`src/socPkg.sv`:
```
package socPkg;

    // master side request, one strobe per cycle
    typedef struct packed {
        logic           read;
        logic           write;
        logic  [3:0]    bwe;
        // byte address
        logic  [31:0]   address;
        logic  [31:0]   writeData;
    } busReqT;

    // per target request after decode
    typedef struct packed {
        logic           read;
        logic           write;
        logic  [3:0]    bwe;
        // word offset inside the target region
        logic  [11:0]   offset;
        logic  [31:0]   writeData;
    } periphReqT;

    // target read response, valid one cycle after the strobe
    typedef struct packed {
        logic           valid;
        logic  [31:0]   data;
    } periphRspT;

    // decoded target of the current strobe
    typedef enum logic [2:0] {
        selRam,
        selTimer,
        selRandom,
        selIrq,
        selUnmapped
    } regionT;

    // address map, compared against address[19:16]
    localparam logic [3:0]  regionRam         = 4'd0;
    localparam logic [3:0]  regionTimer       = 4'd1;
    localparam logic [3:0]  regionRandom      = 4'd2;
    localparam logic [3:0]  regionIrq         = 4'd3;

    // timer bank size
    localparam int          numTimers         = 3;

    // width of pending and mask
    localparam int          irqLines          = 16;

    // xorshift must never hold zero
    localparam logic [31:0] randomSeedDefault = 32'h1;

    // timer registers: offset t loads timer t, stop base plus t halts it
    localparam logic [11:0] timerStopBase     = 12'd4;

    // interrupt controller registers
    localparam logic [11:0] irqMaskOffset     = 12'd0;
    localparam logic [11:0] irqClearOffset    = 12'd1;

endpackage

```
`src/socAddressDecode.sv`:
```
`timescale 1ns/100ps

module socAddressDecode import socPkg::*; #(
    parameter int ramWords = 4096
) (
    input   busReqT         busReq,
    output  periphReqT      ramReq,
    output  periphReqT      timerReq,
    output  periphReqT      randomReq,
    output  periphReqT      irqReq,
    output  logic           badRead
);

    regionT         region;
    logic           ramInRange;

    // copy payload, pass strobes only on a hit
    function automatic periphReqT gateReq(input busReqT req, input logic hit);
        periphReqT gated;
        gated.read      = req.read & hit;
        gated.write     = req.write & hit;
        gated.bwe       = req.bwe;
        gated.offset    = req.address[13:2];
        gated.writeData = req.writeData;
        return gated;
    endfunction

    // region from address bits 19 to 16
    always_comb begin
        case (busReq.address[19:16])
            regionRam:      region = selRam;
            regionTimer:    region = selTimer;
            regionRandom:   region = selRandom;
            regionIrq:      region = selIrq;
            default:        region = selUnmapped;
        endcase
    end

    // ram may be smaller than the 4k word window
    assign ramInRange = 32'(busReq.address[13:2]) < ramWords;

    // out of range ram accesses are dropped here
    assign ramReq    = gateReq(busReq, (region == selRam) && ramInRange);
    assign timerReq  = gateReq(busReq, region == selTimer);
    assign randomReq = gateReq(busReq, region == selRandom);
    assign irqReq    = gateReq(busReq, region == selIrq);

    // nobody answers these, readReturn fakes a zero
    assign badRead = busReq.read &&
                     ((region == selUnmapped) || ((region == selRam) && !ramInRange));

endmodule

```
`config.mk`:
```
export PLATFORM = sky130hd
export DESIGN_NAME = socAddressDecode
export DESIGN_NICKNAME = d
export VERILOG_FILES = /design/src/socPkg.sv /design/src/socAddressDecode.sv
export SDC_FILE = /design/constraint.sdc
export NUM_CORES = 1
export LEC_CHECK = 0
export BUFFER_PORTS_ARGS = -buffer_cell sky130_fd_sc_hd__buf_4
export CAP_MARGIN = 20
export CORE_AREA = 2 2 105 107
export DETAILED_ROUTE_END_ITERATION = 10
export DIE_AREA = 0 0 107 109
export GPL_TIMING_DRIVEN = 0
export PLACE_DENSITY_LB_ADDON = 0.25
export SYNTH_ARGS = -nofsm -noshare
export SYNTH_HDL_FRONTEND = slang
export SYNTH_SLANG_ARGS = --single-unit
export TNS_END_PERCENT = 10
```
`constraint.sdc`:
```
create_clock -name vclk -period 2.47
set_input_delay 0.741 -clock vclk [all_inputs]
set_output_delay 0.741 -clock vclk [all_outputs]
set_load 0.01 [all_outputs]
```
==> results.md <==
- Outcome: finished, final reports clean
- DRT antenna net count: 0
- Fillers: 1107
- Initial DRC count: 23
- Multi-input gate area: 80.08 um^2
- Placed instance area: 3251 um^2
- Post-synth top area share: 0.9474
- WL per Instance: 8.016 um
- CP cell instances: buf_4, or3b_4, nor2_1, buf_4
- Startpoint Class: primary input
- CP Data Arrival Time: 1500 ps
- Layout cells sized above 1: 0.9686
- Max Fanout on Critical Path: 4
- First-pass GRT wire length: 5520 um
- Fin Hold WS: 1658 ps
- Fin nets: 486
- Cells after synthesis: 207
- RSZ-0062 raised after global routing: false
- Initial antenna violation count: 0
- Cts hold-fix bufs: 0
- Post-route DRC: 0
- Required @ worst endpoint: 1730 ps
- TritonRoute pass-1 iters: 3
- Vias in the first global route: 1334
- Maxcap violations: 0
- Layout area overhead: 113.7%
- Max rail drop VDD: 0.00006709 V
- Placer Congestion: 0.7171
- Final Power: 0.0005856 W
- Slowest cell on the critical path: or3b_4
- Reg area: 0 um^2
- F_max: 0.4455 GHz
- Final Slew Violations: 0
- Wirelength, routed: 4441 um
- Clock period minus worst slack: 2245 ps
- Synth cell types: 7
- Seq Cell Count: 0
- DP Wirelength: 4197 um
- Mean Syn Cell Area: 7.350 um^2
- Via count: 1640
- Largest net degree at the start of global routing: 5
- Register area share after synthesis: 0
- Resized cells post-CTS: 0
- Critical path's most frequent cell: buf_4
- Die extent in x: 107 um
- Site Rows: 38
- Buf/Inv on CP: 2
- Grt ovf: 0
- Crit end category: output port
- Height of the die: 109 um
- Top Family by Delay on Critical Path: simple AND/OR/NAND/NOR gates
- HP Class: in2out
- Leak: 1.949 nW
- Most common cell in the synthesized netlist: buf_4
- Max_slew headroom: 0.9395
- Port Buf Inserts: 207
- Clock buffer cells: 0
- Crit-path max cell delay: 410 ps
- Final worst path period share: 0.9088
- Final setup violation count: 0
- Core Region: 10600 um^2
- Slew of the pin with the lowest slew margin: 90.39 ps
- Cell Area, Synth: 1521 um^2
- I/O pins: 271
- PwrDens: 180.2 nW/um^2
- Synth warn: 0
- DR vias/cell: 2.960
- GRT Total Usage: 0.05494
- Antenna cells: 0
- Final instance area: 3251 um^2
- Synth area leader: buf_4
- TNS Setup: 0 ps
- Hold Fails Final Rpt: 0
- Setup repair bufs after CTS: 0
- Ranking of synthesized cells by area: buf_4 95%, nor2_1 2.0%, nand2b_1 0.82%
- Die area: 11660 um^2
- Synth cell count leaders: 192 x buf_4, 8 x nor2_1, 2 x nand2_1, 2 x nand2b_1
- Syn Nets: 277
- Initial Utilization: 0.1435
- WS Path Type: in2out
[power breakdown]
| group | total (W) | switching [W] | leakage, nW | internal [W] |
|---|---|---|---|---|
| registers | 0 | 0 | 0 | 0 |
| logic | 0.000586 | 0.000191 | 1.95 | 0.000394 |
| clock network | 0 | 0 | 0 | 0 |
[final cells by class]
class	instances	area share
Multi-Input combinational cell	15	0.02463
Tap cell	140	0.05389
Timing Repair Buffer	207	0.4781
Buffer	192	0.4434
[through the flow]
stage                     cells  setup WS, ps  utilization
after floorplan             207         406.2            -
after global placement      554         223.6       0.3066
after detailed placement    554         217.1       0.3066
after CTS                   554         217.1       0.3066
after global routing        554         173.4       0.3066
final                       554         225.4       0.3066
[path summary, 6_finish.rpt]
kind | start | end | cells past startpoint
hold / removal | busReq[18] | irqReq[18] | 2
setup / recovery | busReq[51] | timerReq[49] | 4
[cells by family after synthesis]
logic type             count (synthesis)  share of synthesized area
buffers and inverters                192                     0.9474
AOI/OAI and AO/OA                      1                   0.004936
and+or+nand+nor                       14                    0.04770
[layer usage]
layer | vias to the layer above | wire length (um) | track usage
met5 | - | 0 | 0
met4 | 0 | 0 | 0.001855
met3 | 0 | 723 | 0.01973
met2 | 135 | 2634 | 0.1328
met1 | 658 | 1083 | 0.03964
li1 | 847 | - | -
[cell usage in the layout, fill, tap and decap left out]
cell	Yosys	layout
nand2_1	2	2
or3b_4	1	1
o21a_1	1	1
or3_4	1	1
buf_4	192	399
nor2_1	8	8
nand2b_1	2	2
(Power assumes the default switching activity.)
