[src/socPkg.sv]
package socPkg;

    // master side request, one strobe per cycle
    typedef struct packed {
        logic           read;
        logic           write;
        logic  [3:0]    bwe;
        // byte address
        logic  [31:0]   address;
        logic  [31:0]   writeData;
    } busReqT;

    // per target request after decode
    typedef struct packed {
        logic           read;
        logic           write;
        logic  [3:0]    bwe;
        // word offset inside the target region
        logic  [11:0]   offset;
        logic  [31:0]   writeData;
    } periphReqT;

    // target read response, valid one cycle after the strobe
    typedef struct packed {
        logic           valid;
        logic  [31:0]   data;
    } periphRspT;

    // decoded target of the current strobe
    typedef enum logic [2:0] {
        selRam,
        selTimer,
        selRandom,
        selIrq,
        selUnmapped
    } regionT;

    // address map, compared against address[19:16]
    localparam logic [3:0]  regionRam         = 4'd0;
    localparam logic [3:0]  regionTimer       = 4'd1;
    localparam logic [3:0]  regionRandom      = 4'd2;
    localparam logic [3:0]  regionIrq         = 4'd3;

    // timer bank size
    localparam int          numTimers         = 3;

    // width of pending and mask
    localparam int          irqLines          = 16;

    // xorshift must never hold zero
    localparam logic [31:0] randomSeedDefault = 32'h1;

    // timer registers: offset t loads timer t, stop base plus t halts it
    localparam logic [11:0] timerStopBase     = 12'd4;

    // interrupt controller registers
    localparam logic [11:0] irqMaskOffset     = 12'd0;
    localparam logic [11:0] irqClearOffset    = 12'd1;

endpackage

[src/readReturn.sv]
`timescale 1ns/100ps

module readReturn import socPkg::*; (
    input   logic           clk,
    input   logic           rstN,
    input   periphRspT      ramRsp,
    input   periphRspT      timerRsp,
    input   periphRspT      randomRsp,
    input   periphRspT      irqRsp,
    input   logic           badRead,
    output  logic           readValid,
    output  logic  [31:0]   readData
);

    periphRspT      rspList [4];
    logic           badReadDelay;
    logic           mergedValid;
    logic  [31:0]   mergedData;

    assign rspList = '{ramRsp, timerRsp, randomRsp, irqRsp};

    // align with the targets' one cycle response
    always_ff @(posedge clk) begin
        if (!rstN) begin
            badReadDelay <= 1'b0;
        end else begin
            badReadDelay <= badRead;
        end
    end

    // at most one source is valid, a bad read keeps zero data
    always_comb begin
        mergedValid = badReadDelay;
        mergedData  = '0;
        for (int i = 0; i < 4; i++) begin
            if (rspList[i].valid) begin
                mergedValid = 1'b1;
                mergedData  = rspList[i].data;
            end
        end
    end

    always_ff @(posedge clk) begin
        if (!rstN) begin
            readValid <= 1'b0;
        end else begin
            readValid <= mergedValid;
        end
    end

    always_ff @(posedge clk) begin
        readData <= mergedData;
    end

endmodule

[config.mk]
export PLATFORM = sky130hd
export DESIGN_NAME = readReturn
export DESIGN_NICKNAME = d
export VERILOG_FILES = /design/src/socPkg.sv /design/src/readReturn.sv
export SDC_FILE = /design/constraint.sdc
export NUM_CORES = 1
export LEC_CHECK = 0
export BUFFER_PORTS_ARGS = -buffer_cell sky130_fd_sc_hd__buf_2
export CORE_ASPECT_RATIO = 0.6
export CORE_MARGIN = 4
export CORE_UTILIZATION = 37
export CTS_BUF_LIST = sky130_fd_sc_hd__clkbuf_16
export DETAILED_ROUTE_END_ITERATION = 8
export HOLD_SLACK_MARGIN = 0.05
export PLACE_DENSITY = 0.77
export SYNTH_ARGS = -nofsm -noshare
export SYNTH_HDL_FRONTEND = slang
export SYNTH_SLANG_ARGS = --single-unit
[constraint.sdc]
create_clock -name clk -period 1.2 [get_ports clk]
set_input_delay 0.24 -clock clk [delete_from_list [all_inputs] [get_ports clk]]
set_output_delay 0.24 -clock clk [all_outputs]
set_load 0.01 [all_outputs]
==> run summary <==
Synthesized area: 1790 µm²
Clock Sinks: 34
Final #Nets: 458
Crit path capture type: output port
Skew final: 0.0000303 ns
Top Family by Delay on Critical Path: flip-flops
CP startpoint: readData[17]$_DFF_P_
Total Die Area: 6040 µm²
Detailed Route WL: 5890 µm
Slowest cell on the critical path: dfxtp_1
Worst-path cell chain: buf_2
CP peak stage delay: 0.32 ns
CTS tree: done
Worst slew pin tran: 0.343 ns
IO Count: 168
Clk_lat worst skew: 0.27 ns
Slew Limit Headroom: 77.1%
Hold WC Path Type: in -> reg
Final instance area: 2830 µm²
GRT Total Usage: 18.6%
First-pass GRT wire length: 8780 µm
Tcrit/Tclk final: 79.9%
Grt ovf: 0
Element type at the critical path start: flip-flop
Initial Util: 38.7%
Layout cell share with drive strength beyond 1: 76.5%
Die Y-Extent: 61.8 µm
Core ar.: 4610 µm²
Initial drt markers: 29
Wire per inst: 15.2 µm
Remaining antenna violation count: 0
Fillcell total: 405
Largest net degree at the start of global routing: 26
Period minus WS final: 0.959 ns
CTS H-tree depth: 2
Hold Startpoint: badRead
Seq/Total Area, Yosys: 38.1%
Port Buffers: 167
Max-cap violations: 0
Worst-path clk slew: 0.05 ns
Setup TNS Final: 0 ns
Fin. max-slew vios: 0
Via count: 1,893
Final Hold Violating Endpoints: 0
RSZ-0062 raised after global routing: no
Synth Area per Inst: 11.5 µm²
Required @ worst endpoint: 0.96 ns
Post-CTS Hold Fix Bufs: 0
GP Congestion: 0.854
Area occupied by multi-input gates: 936 µm²
Mux contribution to synthesized area: 0%
Fmax achieved: 1040 MHz
Static leakage: 1.31 nW
Setup Buffers After CTS: 0
Synth-to-Final Area Change: 58.6%
Compound-Gate Fraction of Synth Area: 49.4%
Placed inst area: 2700 µm²
CTS root buf: clkbuf_16
TritonRoute pass-1 iters: 4
CP Class: reg -> out
Synth Net Count: 290
Worst Path Max Fanout: 1
CP Buf/Inv Count: 1
Avg Vias per Cell: 4.89
Largest family of logic cells by synthesized area: compound AO/OA/AOI/OAI gates
Post_cts resized: 0
Vias in the first global route: 1,831
Synth Register Bits: 34
Gate Count Post-Synth: 155
Antenna cells: 0
DRC errors left: 0
Initial antenna violation count: 0
Row count: 19
Sequential Area: 681 µm²
HPWL Detailed: 4800 µm
Status: complete, no violations
R2r startpoint: badReadDelay$_SDFF_PN0_
Worst EP arrival: 0.72 ns
Die Span X: 97.7 µm
Max clock buf depth: 2
Pwr Density: 1160 nW/µm²
Fraction of the mapped netlist area in simple logic gates: 2.66%
Final Setup Violations: 0
CTS buffer count: 5
Post-Synth XOR/XNOR Area: 0%
Synth cell types: 22
Post-Synth Adder-Cell Area: 0%
Maximum VDD drop: 0.000629 V
Ys Warns: 0
path summary, 6_finish.rpt:
| path | end | slack [ns] | cells past startpoint |
|---|---|---|---|
| worst min register to register | readValid$_SDFF_PN0_ | 0.54 | 2 |
| worst min-delay path | badReadDelay$_SDFF_PN0_ | 0.17 | 2 |
| worst max-delay path | readData[17] | 0.24 | 1 |
| worst max register to register | readValid$_SDFF_PN0_ | 0.58 | 2 |
layer usage:
metal / track usage, % / up-vias / part of all wire [%]
li1: - / 948 / -
met1: 21.8 / 848 / 41
met2: 32.3 / 93 / 48
met3: 8.14 / 4 / 10
met4: 4.54 / 0 / 0.68
met5: 0 / - / 0
layout by cell type, fill, tap and decap left out:
master     count
clkinv_2       1
a21oi_2       30
a21oi_1        1
nor2_4         1
nor3_1         1
a22oi_1        2
dfxtp_1       34
nor2b_4        1
buf_2        167
clkbuf_16      5
a21boi_0       1
nor3b_1        1
buf_4          5
o22ai_1       31
inv_1          3
a22oi_2       29
a221oi_2       1
a22oi_4        1
nand2b_2       1
and2_1         1
clkinv_1       1
buf_12         6
cells in the mapped netlist:
library cell  instances  area [µm²]
a21boi_0              1        7.51
a21oi_1               1        5.00
a21oi_2              30         263
a221oi_2              1        15.0
a22oi_1               2        15.0
a22oi_2              29         363
a22oi_4               1        21.3
and2_1                1        6.26
buf_12                3        60.1
buf_2                 6        30.0
buf_4                 3        22.5
buf_6                 3        33.8
clkbuf_4              1        7.51
clkbuf_8              1        13.8
dfxtp_1              34         681
inv_1                 2        7.51
nand2b_2              1        8.76
nor2_2                1        6.26
nor2b_4               1        13.8
nor3_1                1        5.00
nor3b_1               1        7.51
o22ai_1              31         194
flip-flops by register name, indices dropped and copies added (netlist names):
| name | cells |
|---|---|
| readData | 32 |
| badReadDelay | 1 |
| readValid | 1 |
cell families after synthesis:
| kind of cell | after synthesis |
|---|---|
| AO/OA/AOI/OAI | 96 |
| buffers and inverters | 19 |
| flip-flops | 34 |
| AND/OR/NAND/NOR | 6 |
power by group:
part / switching, mW / internal (mW)
registers: 0.0252 / 1.24
logic: 0.406 / 0.439
clock network: 0.432 / 0.748
total: 0.863 / 2.43
metrics by stage:
step	worst slack (ns)	hold slack, ns	power (mW)	instances	util [%]
floorplan	0.238	0.334	1.73	155	-
global placement	0.120	0.450	2.13	379	58.5
detailed placement	0.0829	0.452	2.14	379	58.5
CTS	0.234	0.168	3.33	387	61.4
global route	0.215	0.172	3.46	387	61.4
finish	0.241	0.172	3.29	387	61.4
area by class of cell:
cell class | instances | area share, %
Sequential cell | 34 | 24.0
Clock inverter | 3 | 0.442
Tap cell | 63 | 2.78
Inverter | 2 | 0.265
Clock buffer | 5 | 4.42
Timing Repair Buffer | 178 | 35.1
Multi-Input combinational cell | 102 | 33.0
(Power assumes the default switching activity.)
