--- config.mk ---
export PLATFORM = sky130hd
export DESIGN_NAME = interruptController
export DESIGN_NICKNAME = d
export VERILOG_FILES = /design/src/socPkg.sv /design/src/interruptController.sv
export SDC_FILE = /design/constraint.sdc
export NUM_CORES = 1
export LEC_CHECK = 0
export ABC_AREA = 1
export BUFFER_PORTS_ARGS = -buffer_cell sky130_fd_sc_hd__buf_2
export CORE_AREA = 4 4 72 74
export CTS_CLUSTER_DIAMETER = 200
export DETAILED_ROUTE_END_ITERATION = 16
export DIE_AREA = 0 0 76 78
export GPL_TIMING_DRIVEN = 1
export PLACE_DENSITY = 0.8
export SLEW_MARGIN = 20
export SYNTH_ARGS = -nofsm -noshare
export SYNTH_HDL_FRONTEND = slang
export SYNTH_SLANG_ARGS = --single-unit
export TNS_END_PERCENT = 50
--- constraint.sdc ---
create_clock -name clk -period 3.27 [get_ports clk]
set_clock_uncertainty 0.05 [all_clocks]
set_input_delay 0.4905 -clock clk [delete_from_list [all_inputs] [get_ports clk]]
set_output_delay 0.4905 -clock clk [all_outputs]
set_load 0.005 [all_outputs]
--- src/socPkg.sv ---
package socPkg;

    // master side request, one strobe per cycle
    typedef struct packed {
        logic           read;
        logic           write;
        logic  [3:0]    bwe;
        // byte address
        logic  [31:0]   address;
        logic  [31:0]   writeData;
    } busReqT;

    // per target request after decode
    typedef struct packed {
        logic           read;
        logic           write;
        logic  [3:0]    bwe;
        // word offset inside the target region
        logic  [11:0]   offset;
        logic  [31:0]   writeData;
    } periphReqT;

    // target read response, valid one cycle after the strobe
    typedef struct packed {
        logic           valid;
        logic  [31:0]   data;
    } periphRspT;

    // decoded target of the current strobe
    typedef enum logic [2:0] {
        selRam,
        selTimer,
        selRandom,
        selIrq,
        selUnmapped
    } regionT;

    // address map, compared against address[19:16]
    localparam logic [3:0]  regionRam         = 4'd0;
    localparam logic [3:0]  regionTimer       = 4'd1;
    localparam logic [3:0]  regionRandom      = 4'd2;
    localparam logic [3:0]  regionIrq         = 4'd3;

    // timer bank size
    localparam int          numTimers         = 3;

    // width of pending and mask
    localparam int          irqLines          = 16;

    // xorshift must never hold zero
    localparam logic [31:0] randomSeedDefault = 32'h1;

    // timer registers: offset t loads timer t, stop base plus t halts it
    localparam logic [11:0] timerStopBase     = 12'd4;

    // interrupt controller registers
    localparam logic [11:0] irqMaskOffset     = 12'd0;
    localparam logic [11:0] irqClearOffset    = 12'd1;

endpackage

--- src/interruptController.sv ---
`timescale 1ns/100ps

module interruptController import socPkg::*; (
    input   logic                   clk,
    input   logic                   rstN,
    input   periphReqT              req,
    input   logic [numTimers-1:0]   timerIrq,
    output  periphRspT              rsp,
    output  logic                   interruptRequest
);

    logic  [irqLines-1:0]   pending;
    logic  [irqLines-1:0]   mask;
    logic  [irqLines-1:0]   setBits;
    logic  [irqLines-1:0]   clearBits;
    logic  [31:0]           readData;
    logic                   readValid;

    // timers own the low lines, the rest stay idle
    always_comb begin
        setBits                = '0;
        setBits[numTimers-1:0] = timerIrq;
    end

    // write one to clear
    assign clearBits = (req.write && (req.offset == irqClearOffset)) ?
                       req.writeData[irqLines-1:0] : '0;

    always_ff @(posedge clk) begin
        if (!rstN) begin
            pending          <= '0;
            mask             <= '0;
            interruptRequest <= 1'b0;
            readValid        <= 1'b0;
        end else begin
            // a new pulse beats a clear in the same cycle
            pending          <= (pending & ~clearBits) | setBits;
            interruptRequest <= |(pending & mask);
            readValid        <= req.read;
            if (req.write && (req.offset == irqMaskOffset)) begin
                mask <= req.writeData[irqLines-1:0];
            end
        end
    end

    // clear offset reads back pending
    always_ff @(posedge clk) begin
        if (req.read) begin
            case (req.offset)
                irqMaskOffset:  readData <= 32'(mask);
                irqClearOffset: readData <= 32'(pending);
                default:        readData <= '0;
            endcase
        end
    end

    assign rsp = '{valid: readValid, data: readData};

endmodule

==> impl_metrics.py <==
metrics = {
    "worst_setup_path": {
        "cpPeakStageDelay_ns": 0.55,
        "path_max_fanout": 32,
        "worst_setup_path_end_kind": "flip-flop",
        "crit_family": "simple AND/OR/NAND/NOR gates",
        "path_class": "in -> reg",
        "path_common_cell": "nand2_1",
        "crit_slowest_cell": "nand3_2",
        "start_kind": "input port",
        "crit_chain": "buf_2 > nor2_1 > nand2_1 > nor2_4 > nand3_2 > nand2_1 > nand2_1 > nor2_1",
        "cp.arrival_ns": 2.01,
        "critPathRequiredTime_ns": 3.46,
        "critPathBufInv": 1,
    },
    "cells_and_area": {
        "drive_gt1_share_pct": 23.9,
        "layout.cells.non_filler": 385,
        "mostFrequentLayoutCells": "53 x nand2_1, 52 x buf_2, 44 x inv_1",
        "final_common_cell": "nand2_1",
        "nets": 387,
        "area_delta_synth_final_pct": 11.8,
        "fillerInstances": 433,
        "antenna_cells": 0,
    },
    "grt": {
        "gr-usage-all-layers_pct": 15.1,
        "grt_overflow": 0,
        "grt_max_degree": 33,
        "antenna_found_initial": 0,
        "grt_pass1_wl_um": 7330,
        "grt_pass1_vias": 1736,
    },
    "synth": {
        "ys_seq_area_share_pct": 50.4,
        "ys_warn_count": 0,
        "postSynthCellCount": 284,
        "ys_ff_latch": 50,
        "synth.avg_cell_area_um2": 8.11,
        "synth_area_mm2": 0.00230,
        "synth_cell_types": 26,
    },
    "floorplan": {
        "die-width_um": 76,
        "pin_count": 89,
        "die_h_um": 78,
        "start_util_pct": 50.1,
        "fp-row-count": 25,
        "coreArea_mm2": 0.00460,
        "die_area_mm2": 0.00593,
    },
    "sta": {
        "setup_violations": 0,
        "min_period_ns": 1.82,
        "hold_viol_final": 0,
        "grt_setup_unrepaired": "no",
        "relSlewSlack_pct": 59.9,
        "fmax_mhz": 550,
        "setup_tns_ns": 0,
        "tightest_slew_ns": 0.600,
        "period_share_pct": 55.6,
        "drv_slew": 0,
    },
    "min_path": {
        "hold_class": "in -> reg",
    },
    "routing": {
        "drtIter0Drc": 97,
        "wl_per_cell_um": 11.2,
        "drt_wl_total_um": 4300,
        "via_per_inst": 4.68,
        "drtAntennaViolNets": 0,
        "vias": 1800,
        "route.detailed.drc": 0,
        "first_pass_iters": 4,
    },
    "place": {
        "dp_cells": 379,
        "io_buffer_count": 52,
        "dp_hpwl_um": 3000,
        "place_congestion": 0.728,
    },
    "clocking": {
        "clkTransAtPathRegs_ns": 0.08,
        "hold_buffers": 0,
        "clk_latency_ns": 0.29,
        "cts-resized-gates": 0,
        "htreeDepth": 2,
        "clock-root-buffer": "clkbuf_8",
        "cts_buffers": 5,
        "cts_tree": "done",
        "post_cts_buffers": 0,
        "cts_sinks": 50,
        "clock_path_buffers": 2,
    },
    "power_and_ir_drop": {
        "power_mw": 1.06,
        "power_density_mw_per_mm2": 412,
        "power_leakage_nw": 1.31,
        "max-vdd-ir-drop_mv": 0.166,
    },
    "outcome": {
        "status": "finished, final reports clean",
    },
    "job": {
        "cap_violations": 0,
    },
}
[per-stage QoR]
step                setup slack [ns]  instance area [um2]  hold WS (ns)  util, %
CTS                             1.45                 2570         0.364     56.0
floorplan                       1.80                 2360         0.380        -
global placement                1.14                 2490         0.388     54.2
global route                    1.23                 2570         0.381     56.0
finish                          1.45                 2570         0.373     56.0
detailed placement              1.13                 2490         0.392     54.2
[path summary, 6_finish.rpt]
kind                             startpoint                to  slack (ns)  depth (start not counted)
worst max register to register  pending[12]  interruptRequest        2.25                          5
worst max-delay path                req[43]          mask[12]        1.45                          8
worst min register to register   pending[6]        pending[6]        0.40                          2
worst min-delay path            timerIrq[2]        pending[2]        0.37                          3
[where the power goes]
group | internal, mW | total (mW) | switching (mW) | leakage [nW]
clock | 0.163 | 0.349 | 0.185 | 0.0431
combinational | 0.0232 | 0.0596 | 0.0364 | 0.830
sequential | 0.648 | 0.652 | 0.00339 | 0.440
[state kept, by name, indices dropped and copies added (netlist names)]
register / count
mask: 16
pending: 16
readValid: 1
interruptRequest: 1
readData: 16
[cells by family after synthesis]
logic type | count (synthesis) | synth area share, %
flip-flops | 50 | 50.4
buffers and inverters | 74 | 16.5
AND/OR/NAND/NOR | 134 | 26.7
AO/OA/AOI/OAI | 25 | 6.30
other | 1 | 0.163
[synthesized netlist by cell type, drive strengths merged]
cell	n	area share, %
nand2	64	12
inv	47	7.7
nor2	45	8.4
dfxtp	34	30
buf	26	8.6
nand3	21	5.4
edfxtp	16	21
o22ai	13	3.5
o21ai	8	1.7
a21oi	3	0.65
nand4	3	0.81
a22o	1	0.38
clkbuf	1	0.16
conb	1	0.16
nor3	1	0.22
[worst min-delay path: stages]
cell     delay, ns
buf_2         0.09
inv_1         0.04
a21oi_1       0.05
[layer usage]
metal	global-route usage [%]	vias to the layer above	share of wire [%]	wire length, um
met1	16.4	805	43	1850
met2	26.5	44	50	2140
met4	5.34	0	0.95	41
met5	0	-	0	0
met3	5.80	7	6.3	273
li1	-	944	-	-
[layout make-up]
cell class / instances / area (um2) / share of cell area [%]
inverter: 47 / 176 / 6.85
multi-input combinational: 175 / 820 / 31.8
clock buffer: 6 / 82.6 / 3.21
timing repair buffer: 53 / 268 / 10.4
sequential: 50 / 1160 / 45.1
tap: 54 / 67.6 / 2.62
No activity file was read; power rests on OpenSTA's default activity.
