$ cat src/socPkg.sv
package socPkg;

    // master side request, one strobe per cycle
    typedef struct packed {
        logic           read;
        logic           write;
        logic  [3:0]    bwe;
        // byte address
        logic  [31:0]   address;
        logic  [31:0]   writeData;
    } busReqT;

    // per target request after decode
    typedef struct packed {
        logic           read;
        logic           write;
        logic  [3:0]    bwe;
        // word offset inside the target region
        logic  [11:0]   offset;
        logic  [31:0]   writeData;
    } periphReqT;

    // target read response, valid one cycle after the strobe
    typedef struct packed {
        logic           valid;
        logic  [31:0]   data;
    } periphRspT;

    // decoded target of the current strobe
    typedef enum logic [2:0] {
        selRam,
        selTimer,
        selRandom,
        selIrq,
        selUnmapped
    } regionT;

    // address map, compared against address[19:16]
    localparam logic [3:0]  regionRam         = 4'd0;
    localparam logic [3:0]  regionTimer       = 4'd1;
    localparam logic [3:0]  regionRandom      = 4'd2;
    localparam logic [3:0]  regionIrq         = 4'd3;

    // timer bank size
    localparam int          numTimers         = 3;

    // width of pending and mask
    localparam int          irqLines          = 16;

    // xorshift must never hold zero
    localparam logic [31:0] randomSeedDefault = 32'h1;

    // timer registers: offset t loads timer t, stop base plus t halts it
    localparam logic [11:0] timerStopBase     = 12'd4;

    // interrupt controller registers
    localparam logic [11:0] irqMaskOffset     = 12'd0;
    localparam logic [11:0] irqClearOffset    = 12'd1;

endpackage

$ cat src/timerBlock.sv
`timescale 1ns/100ps

module timerBlock import socPkg::*; (
    input   logic                   clk,
    input   logic                   rstN,
    input   periphReqT              req,
    output  periphRspT              rsp,
    output  logic [numTimers-1:0]   timerIrq
);

    logic  [31:0]           period [numTimers];
    logic  [31:0]           count [numTimers];
    logic  [numTimers-1:0]  running;
    logic  [31:0]           readData;
    logic                   readValid;

    // reload value, only read while running
    always_ff @(posedge clk) begin
        for (int t = 0; t < numTimers; t++) begin
            if (req.write && (req.offset == 12'(t))) begin
                period[t] <= req.writeData;
            end
        end
    end

    // down-counters, expire on one and reload
    always_ff @(posedge clk) begin
        if (!rstN) begin
            running  <= '0;
            timerIrq <= '0;
            for (int t = 0; t < numTimers; t++) begin
                count[t] <= '0;
            end
        end else begin
            for (int t = 0; t < numTimers; t++) begin
                timerIrq[t] <= 1'b0;
                if (running[t]) begin
                    // period zero behaves like one
                    if (count[t] <= 32'd1) begin
                        count[t]    <= period[t];
                        timerIrq[t] <= 1'b1;
                    end else begin
                        count[t] <= count[t] - 32'd1;
                    end
                end
                // a new period restarts the count
                if (req.write && (req.offset == 12'(t))) begin
                    count[t]   <= req.writeData;
                    running[t] <= 1'b1;
                end
                if (req.write && (req.offset == timerStopBase + 12'(t))) begin
                    running[t] <= 1'b0;
                end
            end
        end
    end

    // live count readback, other offsets read zero
    always_ff @(posedge clk) begin
        if (req.read) begin
            readData <= '0;
            for (int t = 0; t < numTimers; t++) begin
                if (req.offset == 12'(t)) begin
                    readData <= count[t];
                end
            end
        end
    end

    always_ff @(posedge clk) begin
        if (!rstN) begin
            readValid <= 1'b0;
        end else begin
            readValid <= req.read;
        end
    end

    assign rsp = '{valid: readValid, data: readData};

endmodule
$ cat config.mk
export PLATFORM = sky130hd
export DESIGN_NAME = timerBlock
export DESIGN_NICKNAME = d
export VERILOG_FILES = /design/src/socPkg.sv /design/src/timerBlock.sv
export SDC_FILE = /design/constraint.sdc
export NUM_CORES = 1
export LEC_CHECK = 0
export ABC_AREA = 1
export BUFFER_PORTS_ARGS = -buffer_cell sky130_fd_sc_hd__buf_2
export CAP_MARGIN = 20
export CORE_ASPECT_RATIO = 1.5
export CORE_MARGIN = 8
export CORE_UTILIZATION = 60
export DETAILED_ROUTE_END_ITERATION = 6
export MAX_ROUTING_LAYER = met4
export PLACE_DENSITY = 0.79
export SLEW_MARGIN = 20
export SYNTH_ARGS = -nofsm -noshare
export SYNTH_HDL_FRONTEND = slang
export SYNTH_SLANG_ARGS = --single-unit
$ cat constraint.sdc
create_clock -name clk -period 7.8 [get_ports clk]
set_input_delay 1.56 -clock clk [delete_from_list [all_inputs] [get_ports clk]]
set_output_delay 1.56 -clock clk [all_outputs]
set_load 0.005 [all_outputs]
==> run_results.csv <==
group,metric,value,unit
global_route,grt_max_degree,69,
setup_path,ff2ff_setup_slack,4870,ps
timing,fin_crit,4954,ps
timing,rsz0062_at_grt,"false",
setup_path,cp.depth,13,
placed_design,dp_slack,2379,ps
clock_network,cts_tree,"built",
timing,fin_skew,10.55,ps
setup_path,critical-path-top-delay-family,"simple AND/OR/NAND/NOR gates",
finish,antenna_cells,0,
placed_design,routabilityCongestion,1.014,
clock_network,cts_root_buf,"clkbuf_16",
clock_network,cts_buffers,23,
timing,fin_tns_setup,0,ps
timing,relSlewSlack,0.2847,
setup_path,worstPathRequired,8050,ps
clock_network,htreeDepth,1,
setup_path,cp_slowest_cell,"nand2_4",
global_route,grt_pass1_vias,10940,
hold_path,hp-class,"reg -> reg",
drt,routedWlPerCell,21.21,um
timing,worstMarginPinSlew,1070,ps
clock_network,path_clk_slew,60,ps
setup_path,reg2reg_to,"count[0][25]",
power,p_per_area,181.2,nW/um2
floorplanning,dieWidth,137.0,um
global_route,grtUsageMet1,0.3970,
setup_path,cpPeakStageDelay,710,ps
clock_network,clkSinkCount,231,
setup_path,start_kind,"primary input",
setup_path,worstSetupPathType,"in -> reg",
global_route,grt_overflow_total,0,
setup_path,end_kind,"flip-flop",
drt,totalWireLength,41320,um
yosys,synth_edf_count,224,
floorplanning,core_area,21640,um2
yosys,postSynth.asyncResetShare,0,
clock_network,worstSkewPairLatency,510,ps
yosys,syn_nets,1662,
clock_network,hold_buffers,0,
power,power.leakage,0.006281,uW
yosys,yosysSeqAreaShare,0.5211,
floorplanning,io_pins,88,
drt,drc,1,
timing,maxSlewViolCount,0,
timing,finalHoldViolCount,0,
finish,final_common_cell,"nand2_1",
drt,drtIter0Drc,1107,
placed_design,hpwl,29730,um
finish,layout_common_cells,"nand2_1, nor2_1, edfxtp_1",
yosys,yosysWarnings,0,
finish,syn_to_final_growth,9.439,%
global_route,track_usage,0.3173,
global_route,grt_pass1_wl,62930,um
setup_path,ff2ff_path_depth,6,
placed_design,io_buffers,83,
clock_network,cts_buffer_depth,3,
setup_path,worstPathCellList,"buf_2 -> nor2_1 -> nand2_1 -> nor2_4 -> nand2_2 -> nor2_4 -> buf_4 -> nand2_4 -> nand2_4 -> nor2_4 -> nand2_4 -> inv_1 -> a21oi_1",
yosys,avgSynthCellArea,8.215,um2
drt,vias,11360,
drt,ant_nets,0,
clock_network,post_cts_buffers,0,
timing,setup_viol,0,
job,drv_cap,0,
setup_path,cp-startpoint,"req[39]",
setup_path,crit_arrival,5200,ps
timing,fmax,0.2019,GHz
finish,drive_above_1_share,0.09666,
setup_path,path_buf_inv,3,
floorplanning,die_area,27060,um2
global_route,use_met3,0.02673,
power,peakVddDrop,0.2430,mV
global_route,met2_usage,0.4942,
finish,nNetsFinal,1718,
setup_path,worst-path-max-fanout,68,
clock_network,cts_resized,0,
floorplanning,die_h,197.5,um
outcome,violations,"DRC",
yosys,syn_area,13180,um2
setup_path,cp-endpoint,"count[0][25]",
timing,fin_ws,2846,ps
yosys,synthCells,1604,
drt,vias_per_cell,5.833,
setup_path,worstReg2RegStart,"running[1]",
timing,fin_crit_sh,0.6351,
global_route,grt.busiest_layer,"met2",
outcome,status,"finished with violations",
drt,drt-pass1-iter-count,7,
yosys,ys_ff_latch,231,
floorplanning,row_count,66,
floorplanning,start_util,0.6090,
yosys,synth.distinct_cells,37,
yosys,synth_ff_type,"edfxtp_1",
global_route,grt_antenna_before_repair,0,
==> kinds of logic (layout without fill, tap and decap cells) <==
group,Yosys count,after routing,synth area share
buf+inv,258,330,0.07995
simple gates,822,822,0.2624
fa+ha+maj,6,6,0.005697
compound gates,224,224,0.08898
xor+xnor,63,63,0.04188
flops,231,231,0.5211
==> registers in the layout (all words and copies together) (netlist names) <==
signal,count
count,96
period,96
readData,32
running,3
timerIrq,3
readValid,1
==> worst min-delay path, stage by stage (launching register included) <==
cell and delay [ps]:
edfxtp_1 320, a21oi_1 60, nor2_1 70
==> metal layers <==
layer	vias to the layer above	share of wire
li1	5380	-
met5	-	0
met3	128	0.081
met2	601	0.46
met1	5253	0.38
met4	0	0.070
==> layout make-up <==
class	instances	area [um2]
clock buffer	29	608.1
clock inverter	12	92.59
fill	1806	7216
inverter	194	728.2
multi-input combinational	1115	5279
sequential	231	6867
tap	272	340.3
timing repair buffer	95	505.5
==> report_power, final <==
group          leakage (uW)  switching, uW  internal, uW
combinational       0.00370            105          39.2
clock              0.000346            477           587
sequential          0.00224           22.2          1380
==> how the worst min path moves through the flow <==
stage / end / cells past startpoint / startpoint
global placement: count[2][29] / 2 / period[0][93]
finish: count[0][6] / 2 / period[0][6]
detailed placement: count[0][6] / 2 / period[0][6]
CTS: count[0][6] / 2 / period[0][6]
floorplan: timerIrq[1] / 2 / running[1]
global route: count[2][29] / 2 / period[0][93]
==> Yosys cell counts, drive strengths merged (16+ instances only) <==
| library cell | instances | area, um2 |
|---|---|---|
| a21oi | 64 | 327.8 |
| buf | 27 | 186.4 |
| clkbuf | 37 | 138.9 |
| edfxtp | 224 | 6726 |
| inv | 193 | 724.4 |
| nand2 | 366 | 1414 |
| nand3 | 100 | 510.5 |
| nand4 | 16 | 106.4 |
| nor2 | 296 | 1181 |
| nor3 | 32 | 160.2 |
| o21ai | 126 | 630.6 |
| o22ai | 32 | 200.2 |
| xnor2 | 19 | 166.4 |
| xor2 | 44 | 385.4 |
==> per-stage QoR <==
step,std cells,instance area (um2),total power (uW),utilization,hold slack (ps)
after floorplan,1604,13180,1495,-,454.3
after global placement,1907,13710,1570,0.6338,532.9
after detailed placement,1907,13710,1572,0.6339,543.9
after CTS,1948,14420,2617,0.6663,557.2
after global routing,1948,14420,2674,0.6665,583.7
final,1948,14420,2612,0.6665,553.7
Note: power is estimated with default switching activity, not from simulation.
