$ cat config.mk
export PLATFORM = sky130hd
export DESIGN_NAME = randomSource
export DESIGN_NICKNAME = d
export VERILOG_FILES = /design/src/socPkg.sv /design/src/randomSource.sv
export SDC_FILE = /design/constraint.sdc
export NUM_CORES = 1
export LEC_CHECK = 0
export BUFFER_PORTS_ARGS = -buffer_cell sky130_fd_sc_hd__buf_2
export CAP_MARGIN = 10
export CORE_ASPECT_RATIO = 0.9
export CORE_MARGIN = 2
export CORE_UTILIZATION = 48
export CTS_BUF_LIST = sky130_fd_sc_hd__clkbuf_4 sky130_fd_sc_hd__clkbuf_8
export DETAILED_ROUTE_END_ITERATION = 10
export PLACE_DENSITY = 0.74
export SLEW_MARGIN = 20
export SYNTH_ARGS = -nofsm -noshare
export SYNTH_HDL_FRONTEND = slang
export SYNTH_SLANG_ARGS = --single-unit
$ cat constraint.sdc
create_clock -name clk -period 1.85 [get_ports clk]
set_input_delay 0.0925 -clock clk [delete_from_list [all_inputs] [get_ports clk]]
set_output_delay 0.0925 -clock clk [all_outputs]
set_load 0.1 [all_outputs]
$ cat src/socPkg.sv
package socPkg;

    // master side request, one strobe per cycle
    typedef struct packed {
        logic           read;
        logic           write;
        logic  [3:0]    bwe;
        // byte address
        logic  [31:0]   address;
        logic  [31:0]   writeData;
    } busReqT;

    // per target request after decode
    typedef struct packed {
        logic           read;
        logic           write;
        logic  [3:0]    bwe;
        // word offset inside the target region
        logic  [11:0]   offset;
        logic  [31:0]   writeData;
    } periphReqT;

    // target read response, valid one cycle after the strobe
    typedef struct packed {
        logic           valid;
        logic  [31:0]   data;
    } periphRspT;

    // decoded target of the current strobe
    typedef enum logic [2:0] {
        selRam,
        selTimer,
        selRandom,
        selIrq,
        selUnmapped
    } regionT;

    // address map, compared against address[19:16]
    localparam logic [3:0]  regionRam         = 4'd0;
    localparam logic [3:0]  regionTimer       = 4'd1;
    localparam logic [3:0]  regionRandom      = 4'd2;
    localparam logic [3:0]  regionIrq         = 4'd3;

    // timer bank size
    localparam int          numTimers         = 3;

    // width of pending and mask
    localparam int          irqLines          = 16;

    // xorshift must never hold zero
    localparam logic [31:0] randomSeedDefault = 32'h1;

    // timer registers: offset t loads timer t, stop base plus t halts it
    localparam logic [11:0] timerStopBase     = 12'd4;

    // interrupt controller registers
    localparam logic [11:0] irqMaskOffset     = 12'd0;
    localparam logic [11:0] irqClearOffset    = 12'd1;

endpackage

$ cat src/randomSource.sv
`timescale 1ns/100ps

module randomSource import socPkg::*; (
    input   logic           clk,
    input   logic           rstN,
    input   periphReqT      req,
    output  periphRspT      rsp
);

    logic  [31:0]   state;
    logic  [31:0]   readData;
    logic           readValid;

    // one xorshift32 step, shifts 13 17 5
    function automatic logic [31:0] xorshift32(input logic [31:0] x);
        logic [31:0] y;
        y = x ^ (x << 13);
        y = y ^ (y >> 17);
        y = y ^ (y << 5);
        return y;
    endfunction

    always_ff @(posedge clk) begin
        if (!rstN) begin
            state     <= randomSeedDefault;
            readValid <= 1'b0;
        end else begin
            readValid <= req.read;
            if (req.read) begin
                state <= xorshift32(state);
            end else if (req.write) begin
                // zero would lock the generator
                state <= (req.writeData == '0) ? randomSeedDefault : req.writeData;
            end
        end
    end

    // value handed out is the state before the step
    always_ff @(posedge clk) begin
        if (req.read) begin
            readData <= state;
        end
    end

    assign rsp = '{valid: readValid, data: readData};

endmodule

==> results.txt <==
For the part of the power in registers, the log shows 31.1%. For the pin with the worst max-slew slack, the measured transition is 661 ps. For the total number of vias, the log shows 2304.

Synthesis inferred 65 register bits. The post-route minimum period is 1540 ps. The count of buffers from port buffering came out at 68.

After clock tree synthesis, the repair step resized 0 gates. The clock network accounts for 16.9% of the total power. The mean instance size in the synthesized netlist works out to 11.5 um2.

The library cells used most frequently in the layout, excluding fill and tap cells, are sky130_fd_sc_hd__buf_2 (68), sky130_fd_sc_hd__xnor2_1 (40), sky130_fd_sc_hd__dfxtp_1 (33), sky130_fd_sc_hd__edfxtp_1 (32), sky130_fd_sc_hd__a21oi_1 (29). The first detailed-routing pass took 7 iterations. Post-detailed-placement half-perimeter wirelength: 5180 um. STA classifies the critical path endpoint as a flop.

Sorting the synthesized cells by area gives the leading types as sky130_fd_sc_hd__edfxtp_1 (30%), sky130_fd_sc_hd__dfxtp_1 (21%), sky130_fd_sc_hd__xnor2_1 (11%), sky130_fd_sc_hd__mux2_2 (5.7%), sky130_fd_sc_hd__xor2_1 (5.5%). The count of endpoints failing setup in the final report was 0. The library cell used most frequently in the layout, excluding fill and tap cells, is sky130_fd_sc_hd__buf_2.

The logs give 142 for the DRC violation total after the first TritonRoute iteration and 0.776 for the final estimated routing congestion in global placement. The run gives 65 as the CTS sink count. The relative area change from synthesis to final layout was 19.9%; the switching power was 3770 uW.

The net count after synthesis came out at 328. The clock latency reported for the late side of the worst-skew pair is 350 ps. The cell area power density was 2140 mW/mm2; the number of warning messages in the yosys log was 0.

The flow ran to the end, and the final reports show no timing, DRC or antenna violations. The type of the worst setup path was flop to flop. In the global route stage, overall resource usage came out at 21.2%.

The share of synthesized area occupied by flip-flops and latches came out at 50.9%. The first global-routing pass estimated 11800 um of wire. Along the worst path, the maximum fanout reaches 5. The fraction of synthesized cell area taken by the top area cell type works out to 30.2%.

Summed over all instances, the cell type with the most area after synthesis is sky130_fd_sc_hd__edfxtp_1. The clock tree buffer depth came out at 2. In this run, distinct cell masters in the synthesized netlist total 35. The share of the clock period used by the worst path after layout was 83.2%. The worst setup path is launched from a flop. After technology mapping, the gate count stands at 276. The tools report the worst setup timing slack at the placement stage as 284 ps.

Setup repair after global routing left no endpoint under its margin. Once the floorplan was initialized, standard cells occupied 49.1% of the core. The run gives 4410 uW as the internal power contribution. VDD sags by at most 0.000851 V. The die is 81.3 um tall.

The tools report the wire length reported by the detailed router as 7410 um. Measured against its own limit, the worst slew margin works out to 55.8%. Arrival time at the worst endpoint: 1840 ps.

Entering global routing, the biggest net connects 37 pins. The number of nets still failing antenna checks after routing came out at 0. The path class of the tightest hold or removal check is input pin to flop. The floorplan step defined a die boundary enclosing 0.00730 mm2. The chip width is 89.9 um. For this run, the top clock speed supported by timing is 0.650 GHz. The startpoint of the tightest hold check path was req[1]. The net count of the finished layout was 395. The reg-to-reg setup timing slack was 310 ps. The most critical setup path has its startpoint at state[8]. The repair_antennas step left the layout with diodes totalling 0. The cell area that synthesis handed to floorplanning was 0.00318 mm2. The number of antenna violations at the first check in global routing was 0. Number of violations of the max-capacitance limit: 0.

In the final layout, the share of cells above drive strength 1 is 32.5%. The via density per instance is 5.26. For the total number of H-tree levels, the log shows 3. The core footprint is 0.00648 mm2, and the count of final max-slew check failures is 0. TritonCTS built the clock tree.

Clock-pin slew was measured on the worst setup and hold paths at 80 ps. For the remaining design rule violation count, the log shows 0. The total power draw is 8180 uW. Static leakage: 0.00152 uW. The count of cells in the finished layout, fillers not included, comes to 438. Row generation in the floorplan step produced 28 rows.

For the cts-stage hold buffer count, the log shows 0. The sum of negative setup slack came out at 0 ps. The number of placed cells counting well taps is 422, and the via count of the first global-routing pass is 2275. The total congestion overflow after global routing was 0. The run gives 58.9% as the post-layout utilization of the core.

The tools report the required time at the endpoint of the critical path as 2150 ps. The root buffer cell chosen for the clock tree is sky130_fd_sc_hd__clkbuf_8. 85 I/O pins were placed.

The post-route clock skew is 9.29 ps, and the detailed-route wire length per cell is 16.9 um. The tools report the number of buffers inserted by post-CTS setup repair as 0. Of the total power, combinational logic draws 52.0%. The switching power share of the total was 46.1%. Buffers inserted during clock tree synthesis total 9. In this run the critical register-to-register path is launched from state[8].

The count of filler cells inserted in the layout is 551. Setup slack closes at 311 ps. The number of endpoints with negative hold slack in the final report was 0.
==> flip-flops by register name (all words and copies together) (netlist names) <==
name / count
state: 32
readValid: 1
readData: 32
==> final cells by class <==
class	instances	area (um2)	share of cell area, %
timing repair buffer	73	378	9.90
tap	90	113	2.95
sequential	65	1620	42.5
inverter	1	3.75	0.0983
multi-input combinational	193	1480	38.6
clock buffer	9	124	3.24
clock inverter	7	103	2.69
==> routing by layer <==
layer  part of all wire, %  vias to the layer above  global-route usage [%]
met3                   7.2                        9                    6.12
met2                    46                       90                    33.0
met5                     0                        -                       0
met1                    46                     1085                    28.6
li1                      -                     1120                       -
met4                   1.2                        0                    7.69
==> logic make-up after synthesis <==
kind of cell / count (synthesis) / share of synthesized area, %
AOI/OAI and AO/OA: 67 / 13.0
muxes: 21 / 7.23
xor gates and xnor gates: 64 / 18.8
and+or+nand+nor: 41 / 7.27
DFF: 65 / 50.9
buffers and inverters: 18 / 2.75
==> metrics by stage <==
step                hold slack (ps)  instance area, um2
floorplan                       205                3180
global placement                370                3590
detailed placement              380                3590
CTS                            3.79                3820
global route                   21.9                3820
finish                         7.29                3820
==> final timing paths <==
path                        to  depth (start not counted)
setup / recovery     state[26]                          4
setup reg to reg     state[26]                          4
hold / removal        state[1]                          3
hold reg to reg   readData[31]                          0
==> synthesized netlist by cell type <==
cell,count
sky130_fd_sc_hd__a21boi_0,2
sky130_fd_sc_hd__a21o_1,4
sky130_fd_sc_hd__a21o_2,1
sky130_fd_sc_hd__a21oi_1,29
sky130_fd_sc_hd__a221oi_1,2
sky130_fd_sc_hd__a22o_1,1
sky130_fd_sc_hd__a311oi_1,1
sky130_fd_sc_hd__and2_1,1
sky130_fd_sc_hd__and3_1,1
sky130_fd_sc_hd__and4_1,2
sky130_fd_sc_hd__buf_2,10
sky130_fd_sc_hd__buf_4,2
sky130_fd_sc_hd__clkbuf_1,5
sky130_fd_sc_hd__dfxtp_1,33
sky130_fd_sc_hd__edfxtp_1,32
sky130_fd_sc_hd__inv_1,1
sky130_fd_sc_hd__mux2_2,16
sky130_fd_sc_hd__mux2i_1,5
sky130_fd_sc_hd__nand2_1,8
sky130_fd_sc_hd__nand2b_1,2
sky130_fd_sc_hd__nor2_1,6
sky130_fd_sc_hd__nor2b_1,8
sky130_fd_sc_hd__nor3b_1,4
sky130_fd_sc_hd__nor4_1,8
sky130_fd_sc_hd__o211a_1,2
sky130_fd_sc_hd__o211ai_1,1
sky130_fd_sc_hd__o21ai_0,16
sky130_fd_sc_hd__o21ba_2,3
sky130_fd_sc_hd__o221ai_1,4
sky130_fd_sc_hd__o31a_1,1
sky130_fd_sc_hd__or2_2,1
sky130_fd_sc_hd__xnor2_1,40
sky130_fd_sc_hd__xnor2_2,3
sky130_fd_sc_hd__xor2_1,20
sky130_fd_sc_hd__xor3_1,1
==> power groups by stage <==
stage	sequential (uW)	combinational [uW]	clock, uW
floorplan	3630	2490	0
detailed placement	2570	4230	0
finish	2550	4250	1380
global placement	2540	4170	0
global route	2610	4570	1470
CTS	2540	4270	1390
==> critical path: stages, from the launching register on <==
cell and delay [ps]:
sky130_fd_sc_hd__dfxtp_1 380, sky130_fd_sc_hd__xnor2_2 370, sky130_fd_sc_hd__xor2_1 260, sky130_fd_sc_hd__o221ai_1 180
sky130_fd_sc_hd__o21ba_2 290
(Power assumes the default switching activity.)
